**config.mk**
```make
export PLATFORM = sky130hd
export DESIGN_NAME = mag_approx_top
export DESIGN_NICKNAME = d
export VERILOG_FILES = /design/src/verilog/mag_pkg.sv /design/src/verilog/axis_flop_stage.sv /design/src/verilog/abs_stage.sv /design/src/verilog/minmax_stage.sv /design/src/verilog/mag_combine_stage.sv /design/src/verilog/mag_approx_top.sv
export SDC_FILE = /design/constraint.sdc
export NUM_CORES = 1
export LEC_CHECK = 0
export BUFFER_PORTS_ARGS = -buffer_cell sky130_fd_sc_hd__clkbuf_2
export CAP_MARGIN = 0
export CORE_MARGIN = 1.5
export CORE_UTILIZATION = 57
export CTS_CLUSTER_DIAMETER = 200
export DETAILED_ROUTE_END_ITERATION = 6
export GPL_TIMING_DRIVEN = 0
export PLACE_DENSITY = 0.88
export SYNTH_ARGS = -nofsm -noshare
export SYNTH_HDL_FRONTEND = slang
export SYNTH_HIERARCHICAL = 1
export SYNTH_SLANG_ARGS = --single-unit
export TNS_END_PERCENT = 20
```
**constraint.sdc**
```tcl
create_clock -name clk -period 2.6 [get_ports clk]
set_input_delay 0.65 -clock clk [delete_from_list [all_inputs] [get_ports clk]]
set_output_delay 0.65 -clock clk [all_outputs]
set_load 0.05 [all_outputs]
```
**src/verilog/mag_pkg.sv**
```systemverilog
// ==========================================================
// Shared types and defaults for the magnitude estimator
// Denominator defaults must stay powers of two
// Default Alpha 1, Beta 1/4 keeps the combine multiplierless
// ==========================================================

`default_nettype none

package mag_pkg;

  // Occupancy of a one-entry stage buffer
  typedef enum logic {
    BUF_EMPTY = 1'b0,
    BUF_FULL  = 1'b1
  } buf_state_e;

  // Width of one I or Q half, also of the magnitude
  localparam int DEF_SAMP_WIDTH = 16;

  // Alpha = 1, Beta = 1/4
  localparam int DEF_ALPHA_NUM   = 1;
  localparam int DEF_ALPHA_DENOM = 1;
  localparam int DEF_BETA_NUM    = 1;
  localparam int DEF_BETA_DENOM  = 4;

endpackage

`default_nettype wire

```
**src/verilog/axis_flop_stage.sv**
```systemverilog
// ==========================================================
// One-entry registered stream buffer, full throughput
// i_tready depends combinationally on o_tready
// Payload registers carry no reset, only the state does
// ==========================================================

`default_nettype none

module axis_flop_stage #(
  parameter int WIDTH = mag_pkg::DEF_SAMP_WIDTH
) (
  input  wire              clk,
  input  logic             i_rst,
  input  logic             i_clear,
  input  logic [WIDTH-1:0] i_tdata,
  input  logic             i_tlast,
  input  logic             i_tvalid,
  output logic             i_tready,
  output logic [WIDTH-1:0] o_tdata,
  output logic             o_tlast,
  output logic             o_tvalid,
  input  logic             o_tready
);

  import mag_pkg::*;

  buf_state_e state;
  logic       load;

  // Take new data when empty or when the held entry leaves now
  assign i_tready = (state == BUF_EMPTY) || o_tready;
  assign load     = i_tvalid && i_tready;
  assign o_tvalid = (state == BUF_FULL);

  always_ff @(posedge clk) begin
    if (i_rst || i_clear) begin
      state <= BUF_EMPTY;
    end else if (load) begin
      state <= BUF_FULL;
    end else if (o_tready) begin
      state <= BUF_EMPTY;
    end
  end

  always_ff @(posedge clk) begin
    if (load) begin
      o_tdata <= i_tdata;
      o_tlast <= i_tlast;
    end
  end

  // ==========================================================
  // Stream checks
  // ==========================================================

  // Upstream holds a stalled beat until it is taken
  a_in_valid_hold: assert property (@(posedge clk) disable iff (i_rst || i_clear)
    i_tvalid && !i_tready |=> i_tvalid);

  a_in_data_hold: assert property (@(posedge clk) disable iff (i_rst || i_clear)
    i_tvalid && !i_tready |=> $stable(i_tdata) && $stable(i_tlast));

endmodule

`default_nettype wire

```
**src/verilog/abs_stage.sv**
```systemverilog
// ==========================================================
// Stage 1: two's-complement absolute value of I and Q
// I sits in the upper half of i_tdata
// Most negative input maps to 2**(SAMP_WIDTH-1) exactly
// ==========================================================

`default_nettype none

module abs_stage #(
  parameter int SAMP_WIDTH = mag_pkg::DEF_SAMP_WIDTH
) (
  input  wire                     clk,
  input  logic                    i_rst,
  input  logic                    i_clear,
  input  logic [2*SAMP_WIDTH-1:0] i_tdata,
  input  logic                    i_tlast,
  input  logic                    i_tvalid,
  output logic                    i_tready,
  output logic [SAMP_WIDTH-1:0]   o_abs_i,
  output logic [SAMP_WIDTH-1:0]   o_abs_q,
  output logic                    o_tlast,
  output logic                    o_tvalid,
  input  logic                    o_tready
);

  logic [SAMP_WIDTH-1:0]   samp_i;
  logic [SAMP_WIDTH-1:0]   samp_q;
  logic [SAMP_WIDTH-1:0]   abs_i;
  logic [SAMP_WIDTH-1:0]   abs_q;
  logic [2*SAMP_WIDTH-1:0] held;

  assign samp_i = i_tdata[2*SAMP_WIDTH-1:SAMP_WIDTH];
  assign samp_q = i_tdata[SAMP_WIDTH-1:0];

  // Negate on sign bit, result read as unsigned
  assign abs_i = samp_i[SAMP_WIDTH-1] ? (~samp_i + 1'b1) : samp_i;
  assign abs_q = samp_q[SAMP_WIDTH-1] ? (~samp_q + 1'b1) : samp_q;

  axis_flop_stage #(.WIDTH(2*SAMP_WIDTH)) u_flop (
    .clk(clk), .i_rst(i_rst), .i_clear(i_clear),
    .i_tdata({abs_i, abs_q}), .i_tlast(i_tlast), .i_tvalid(i_tvalid), .i_tready(i_tready),
    .o_tdata(held), .o_tlast(o_tlast), .o_tvalid(o_tvalid), .o_tready(o_tready)
  );

  assign o_abs_i = held[2*SAMP_WIDTH-1:SAMP_WIDTH];
  assign o_abs_q = held[SAMP_WIDTH-1:0];

endmodule

`default_nettype wire

```
**src/verilog/minmax_stage.sv**
```systemverilog
// ==========================================================
// Stage 2: sort two unsigned magnitudes into max and min
// Single comparator, ties pass equal values on both outputs
// ==========================================================

`default_nettype none

module minmax_stage #(
  parameter int SAMP_WIDTH = mag_pkg::DEF_SAMP_WIDTH
) (
  input  wire                   clk,
  input  logic                  i_rst,
  input  logic                  i_clear,
  input  logic [SAMP_WIDTH-1:0] i_abs_i,
  input  logic [SAMP_WIDTH-1:0] i_abs_q,
  input  logic                  i_tlast,
  input  logic                  i_tvalid,
  output logic                  i_tready,
  output logic [SAMP_WIDTH-1:0] o_max,
  output logic [SAMP_WIDTH-1:0] o_min,
  output logic                  o_tlast,
  output logic                  o_tvalid,
  input  logic                  o_tready
);

  logic                    i_gt_q;
  logic [SAMP_WIDTH-1:0]   max_val;
  logic [SAMP_WIDTH-1:0]   min_val;
  logic [2*SAMP_WIDTH-1:0] held;

  // One compare drives both muxes
  assign i_gt_q  = (i_abs_i > i_abs_q);
  assign max_val = i_gt_q ? i_abs_i : i_abs_q;
  assign min_val = i_gt_q ? i_abs_q : i_abs_i;

  axis_flop_stage #(.WIDTH(2*SAMP_WIDTH)) u_flop (
    .clk(clk), .i_rst(i_rst), .i_clear(i_clear),
    .i_tdata({max_val, min_val}), .i_tlast(i_tlast), .i_tvalid(i_tvalid),
    .i_tready(i_tready),
    .o_tdata(held), .o_tlast(o_tlast), .o_tvalid(o_tvalid), .o_tready(o_tready)
  );

  assign o_max = held[2*SAMP_WIDTH-1:SAMP_WIDTH];
  assign o_min = held[SAMP_WIDTH-1:0];

endmodule

`default_nettype wire

```
**src/verilog/mag_combine_stage.sv**
```systemverilog
// ==========================================================
// Stage 3: mag = Alpha * max + Beta * min, saturating
// Alpha = ALPHA_NUM / ALPHA_DENOM, Beta likewise
// Denominators must be powers of two, checked at elaboration
// Bits shifted out below the denominator are dropped
// Overflow clamps to all ones instead of wrapping
// ==========================================================

`default_nettype none

module mag_combine_stage #(
  parameter int SAMP_WIDTH  = mag_pkg::DEF_SAMP_WIDTH,
  parameter int ALPHA_NUM   = mag_pkg::DEF_ALPHA_NUM,
  parameter int ALPHA_DENOM = mag_pkg::DEF_ALPHA_DENOM,
  parameter int BETA_NUM    = mag_pkg::DEF_BETA_NUM,
  parameter int BETA_DENOM  = mag_pkg::DEF_BETA_DENOM
) (
  input  wire                   clk,
  input  logic                  i_rst,
  input  logic                  i_clear,
  input  logic [SAMP_WIDTH-1:0] i_max,
  input  logic [SAMP_WIDTH-1:0] i_min,
  input  logic                  i_tlast,
  input  logic                  i_tvalid,
  output logic                  i_tready,
  output logic [SAMP_WIDTH-1:0] o_mag,
  output logic                  o_tlast,
  output logic                  o_tvalid,
  input  logic                  o_tready
);

  localparam int ALPHA_SHIFT = $clog2(ALPHA_DENOM);
  localparam int BETA_SHIFT  = $clog2(BETA_DENOM);
  localparam int ALPHA_BITS  = $clog2(ALPHA_NUM + 1);
  localparam int BETA_BITS   = $clog2(BETA_NUM + 1);
  localparam int NUM_BITS    = (ALPHA_BITS > BETA_BITS) ? ALPHA_BITS : BETA_BITS;
  // Room for the larger numerator plus the carry of the add
  localparam int SUM_WIDTH   = SAMP_WIDTH + NUM_BITS + 1;

  if ((ALPHA_DENOM < 1) || ((ALPHA_DENOM & (ALPHA_DENOM - 1)) != 0)) begin : g_bad_alpha
    $error("ALPHA_DENOM must be a power of two");
  end
  if ((BETA_DENOM < 1) || ((BETA_DENOM & (BETA_DENOM - 1)) != 0)) begin : g_bad_beta
    $error("BETA_DENOM must be a power of two");
  end

  logic [SUM_WIDTH-1:0]  alpha_term;
  logic [SUM_WIDTH-1:0]  beta_term;
  logic [SUM_WIDTH-1:0]  sum;
  logic [SAMP_WIDTH-1:0] mag;

  // Shift first, then scale; numerator of 1 leaves no multiplier
  assign alpha_term = SUM_WIDTH'(ALPHA_NUM) * SUM_WIDTH'(i_max >> ALPHA_SHIFT);
  assign beta_term  = SUM_WIDTH'(BETA_NUM) * SUM_WIDTH'(i_min >> BETA_SHIFT);
  assign sum        = alpha_term + beta_term;

  // Anything above the output width means clamp
  assign mag = (|sum[SUM_WIDTH-1:SAMP_WIDTH]) ? '1 : sum[SAMP_WIDTH-1:0];

  axis_flop_stage #(.WIDTH(SAMP_WIDTH)) u_flop (
    .clk(clk), .i_rst(i_rst), .i_clear(i_clear),
    .i_tdata(mag), .i_tlast(i_tlast), .i_tvalid(i_tvalid), .i_tready(i_tready),
    .o_tdata(o_mag), .o_tlast(o_tlast), .o_tvalid(o_tvalid), .o_tready(o_tready)
  );

endmodule

`default_nettype wire

```
**src/verilog/mag_approx_top.sv**
```systemverilog
// ==========================================================
// Alpha-max-plus-beta-min magnitude estimator, streaming
// Input word is {I, Q}, both signed; output is unsigned
// Fixed latency of 3 cycles, one sample per cycle
// i_clear drops every sample in flight
// ==========================================================

`default_nettype none

module mag_approx_top #(
  parameter int SAMP_WIDTH  = mag_pkg::DEF_SAMP_WIDTH,
  parameter int ALPHA_NUM   = mag_pkg::DEF_ALPHA_NUM,
  parameter int ALPHA_DENOM = mag_pkg::DEF_ALPHA_DENOM,
  parameter int BETA_NUM    = mag_pkg::DEF_BETA_NUM,
  parameter int BETA_DENOM  = mag_pkg::DEF_BETA_DENOM
) (
  input  wire                     clk,
  input  logic                    i_rst,
  input  logic                    i_clear,
  input  logic [2*SAMP_WIDTH-1:0] i_tdata,
  input  logic                    i_tlast,
  input  logic                    i_tvalid,
  output logic                    i_tready,
  output logic [SAMP_WIDTH-1:0]   o_tdata,
  output logic                    o_tlast,
  output logic                    o_tvalid,
  input  logic                    o_tready
);

  // Stage 1 to stage 2
  logic [SAMP_WIDTH-1:0] abs_i;
  logic [SAMP_WIDTH-1:0] abs_q;
  logic                  abs_last;
  logic                  abs_valid;
  logic                  abs_ready;

  // Stage 2 to stage 3
  logic [SAMP_WIDTH-1:0] mm_max;
  logic [SAMP_WIDTH-1:0] mm_min;
  logic                  mm_last;
  logic                  mm_valid;
  logic                  mm_ready;

  abs_stage #(.SAMP_WIDTH(SAMP_WIDTH)) u_abs (
    .clk(clk), .i_rst(i_rst), .i_clear(i_clear),
    .i_tdata(i_tdata), .i_tlast(i_tlast), .i_tvalid(i_tvalid), .i_tready(i_tready),
    .o_abs_i(abs_i), .o_abs_q(abs_q), .o_tlast(abs_last), .o_tvalid(abs_valid),
    .o_tready(abs_ready)
  );

  minmax_stage #(.SAMP_WIDTH(SAMP_WIDTH)) u_minmax (
    .clk(clk), .i_rst(i_rst), .i_clear(i_clear),
    .i_abs_i(abs_i), .i_abs_q(abs_q), .i_tlast(abs_last), .i_tvalid(abs_valid),
    .i_tready(abs_ready),
    .o_max(mm_max), .o_min(mm_min), .o_tlast(mm_last), .o_tvalid(mm_valid),
    .o_tready(mm_ready)
  );

  mag_combine_stage #(
    .SAMP_WIDTH(SAMP_WIDTH), .ALPHA_NUM(ALPHA_NUM), .ALPHA_DENOM(ALPHA_DENOM),
    .BETA_NUM(BETA_NUM), .BETA_DENOM(BETA_DENOM)
  ) u_combine (
    .clk(clk), .i_rst(i_rst), .i_clear(i_clear),
    .i_max(mm_max), .i_min(mm_min), .i_tlast(mm_last), .i_tvalid(mm_valid),
    .i_tready(mm_ready),
    .o_mag(o_tdata), .o_tlast(o_tlast), .o_tvalid(o_tvalid), .o_tready(o_tready)
  );

endmodule

`default_nettype wire

```
==> impl_metrics.json <==
{
  "worst-endpoint-arrival_ps": 2720,
  "tightest_slew_ps": 748,
  "area_growth_syn_to_layout_pct": 15.1,
  "cts-htree-levels": 3,
  "start_util": 0.595,
  "rsz0062_at_grt": "true",
  "crit_required_ps": 2690,
  "netlist_area_mm2": 0.00558,
  "min_from": "u_minmax/u_flop/o_tlast",
  "dr.first_iter.drc_count": 375,
  "overflow": 0,
  "period_share": 1.01,
  "status": "finished, violations left",
  "worst-r2r-cell-count": 8,
  "leakage_nw": 2.40,
  "finalCriticalPeriod_ps": 2630,
  "setup_slack_ps": -25.9,
  "layout_commonest_cell": "edfxtp_1",
  "hold_viol_final": 0,
  "wl_per_cell_um": 18.3,
  "whs_path_depth": 0,
  "drc": 0,
  "setup_viol": 1,
  "skew_ps": 10.7,
  "path_clk_slew_ps": 90,
  "die_area_mm2": 0.0104,
  "clock.fmax_ghz": 0.381,
  "fin_nets": 681,
  "power_mw": 3.40,
  "max-cap-violations": 0,
  "clkSinkCount": 84,
  "die_h_um": 102,
  "grt_usage": 0.268,
  "final_cell_mix": "edfxtp_1 (81), nand3_1 (69), clkbuf_2 (59), nand2_1 (33), ha_1 (32)",
  "drt-total-wl_um": 13600,
  "r2r_slack_ps": -30,
  "reg2reg_from": "u_abs/u_flop/o_tdata[15]",
  "worstPathMaxFanout": 10,
  "diodes": 0,
  "path_class": "reg -> reg",
  "whs_ps": 431,
  "violations": "negative setup slack",
  "ant_nets": 0,
  "die_w_um": 102,
  "r2r-end": "u_minmax/u_flop/o_tdata[22]",
  "slew_headroom": 0.497,
  "vias": 4777,
  "cts_buffers": 9,
  "grt_pass1_vias": 4434,
  "powerDensity_mw_per_mm2": 530,
  "cts_root_buf": "clkbuf_8",
  "row_count": 35,
  "first_pass_iters": 5,
  "dpl_cell_area_mm2": 0.00602,
  "grt_max_degree": 34,
  "via_per_inst": 6.42,
  "setup-tns-final_ps": -25.9,
  "hp-class": "reg -> reg",
  "io_pins": 57,
  "ys_warn_count": 6,
  "ir_drop_v": 0.000356,
  "drive_gt1_frac": 0.229,
  "cts_tree": "done",
  "hold_buffers": 0,
  "syn_nets": 607,
  "clk_latency_ps": 360,
  "cts_max_path_buffers": 2,
  "coreArea_mm2": 0.00937,
  "antenna_found_initial": 0,
  "worstSetupEndpointType": "flop",
  "synth_area_per_cell_um2": 10.4,
  "final_area_mm2": 0.00642,
  "min_to": "u_combine/u_flop/o_tlast",
  "drv_slew": 0,
  "grt_pass1_wl_um": 21500,
  "dp_hpwl_um": 10300,
  "start_kind": "flop",
  "portBuffers": 56,
  "place_congestion": 1.06,
  "syn_inst": 536
}
[layout make-up]
class,count,area [um2]
Sequential cell,84,2490
Multi-Input combinational cell,388,2930
Buffer,35,174
Inverter,28,105
Clock buffer,11,151
Timing Repair Buffer,64,340
Fill cell,729,2950
Tap cell,129,161
Clock inverter,5,66.3
[stage by stage]
| stage | util | instances | setup WS [ps] |
|---|---|---|---|
| detailed placement | 0.642 | 721 | -159 |
| CTS | 0.670 | 739 | -2.16 |
| floorplan | - | 536 | 272 |
| finish | 0.685 | 744 | -25.9 |
| global placement | 0.642 | 721 | -165 |
| global route | 0.685 | 744 | -45.9 |
[how the worst max path moves through the flow]
stage | start | end | slack, ps | cells after the start
final | u_abs/u_flop/o_tdata[15] | u_minmax/u_flop/o_tdata[22] | -30 | 8
after global routing | u_abs/u_flop/o_tdata[15] | u_minmax/u_flop/o_tdata[29] | -50 | 10
after CTS | u_abs/u_flop/o_tdata[15] | u_minmax/u_flop/o_tdata[22] | -2 | 8
after detailed placement | u_abs/u_flop/o_tdata[15] | u_minmax/u_flop/o_tdata[23] | -160 | 8
after global placement | u_abs/u_flop/o_tdata[15] | u_minmax/u_flop/o_tdata[13] | -160 | 8
after floorplan | u_minmax/u_flop/o_tdata[16] | u_combine/u_flop/o_tdata[11] | 270 | 8
[worst max-delay path, cell delays in order (launching register included)]
cell and delay [ps]:
edfxtp_1 490, inv_2 130, ha_1 290, nand4_4 130, o21bai_2 140, or3_4 420
buf_2 220, o311ai_1 380, o211ai_1 150
[layer usage]
metal / global-route usage / part of all wire
met5: 0 / 0
met2: 0.478 / 0.50
met1: 0.315 / 0.39
met3: 0.0540 / 0.066
met4: 0.114 / 0.039
[flip-flops by register name, summed over array words and instances (netlist names)]
name / count
u_minmax/u_flop/o_tlast: 1
u_minmax/u_flop/o_tdata: 30
u_abs/u_flop/o_tvalid: 1
u_combine/u_flop/o_tdata: 16
u_combine/u_flop/o_tvalid: 1
u_abs/u_flop/o_tdata: 32
u_combine/u_flop/o_tlast: 1
u_abs/u_flop/o_tlast: 1
u_minmax/u_flop/o_tvalid: 1
[report_power, final]
part | switching, mW | leakage [nW] | internal (mW)
registers | 0.0545 | 0.788 | 1.59
clock network | 0.492 | 0.108 | 0.508
logic | 0.438 | 1.50 | 0.316
[timing repair]
item | in CTS | in global routing
hold endpoints to repair | 0 | 0
pin swaps | 1 | 5
buffers inserted | 2 | 6
endpoints found under the setup margin | 31 | 41
gates resized for setup | 6 | 26
(Power assumes the default switching activity.)
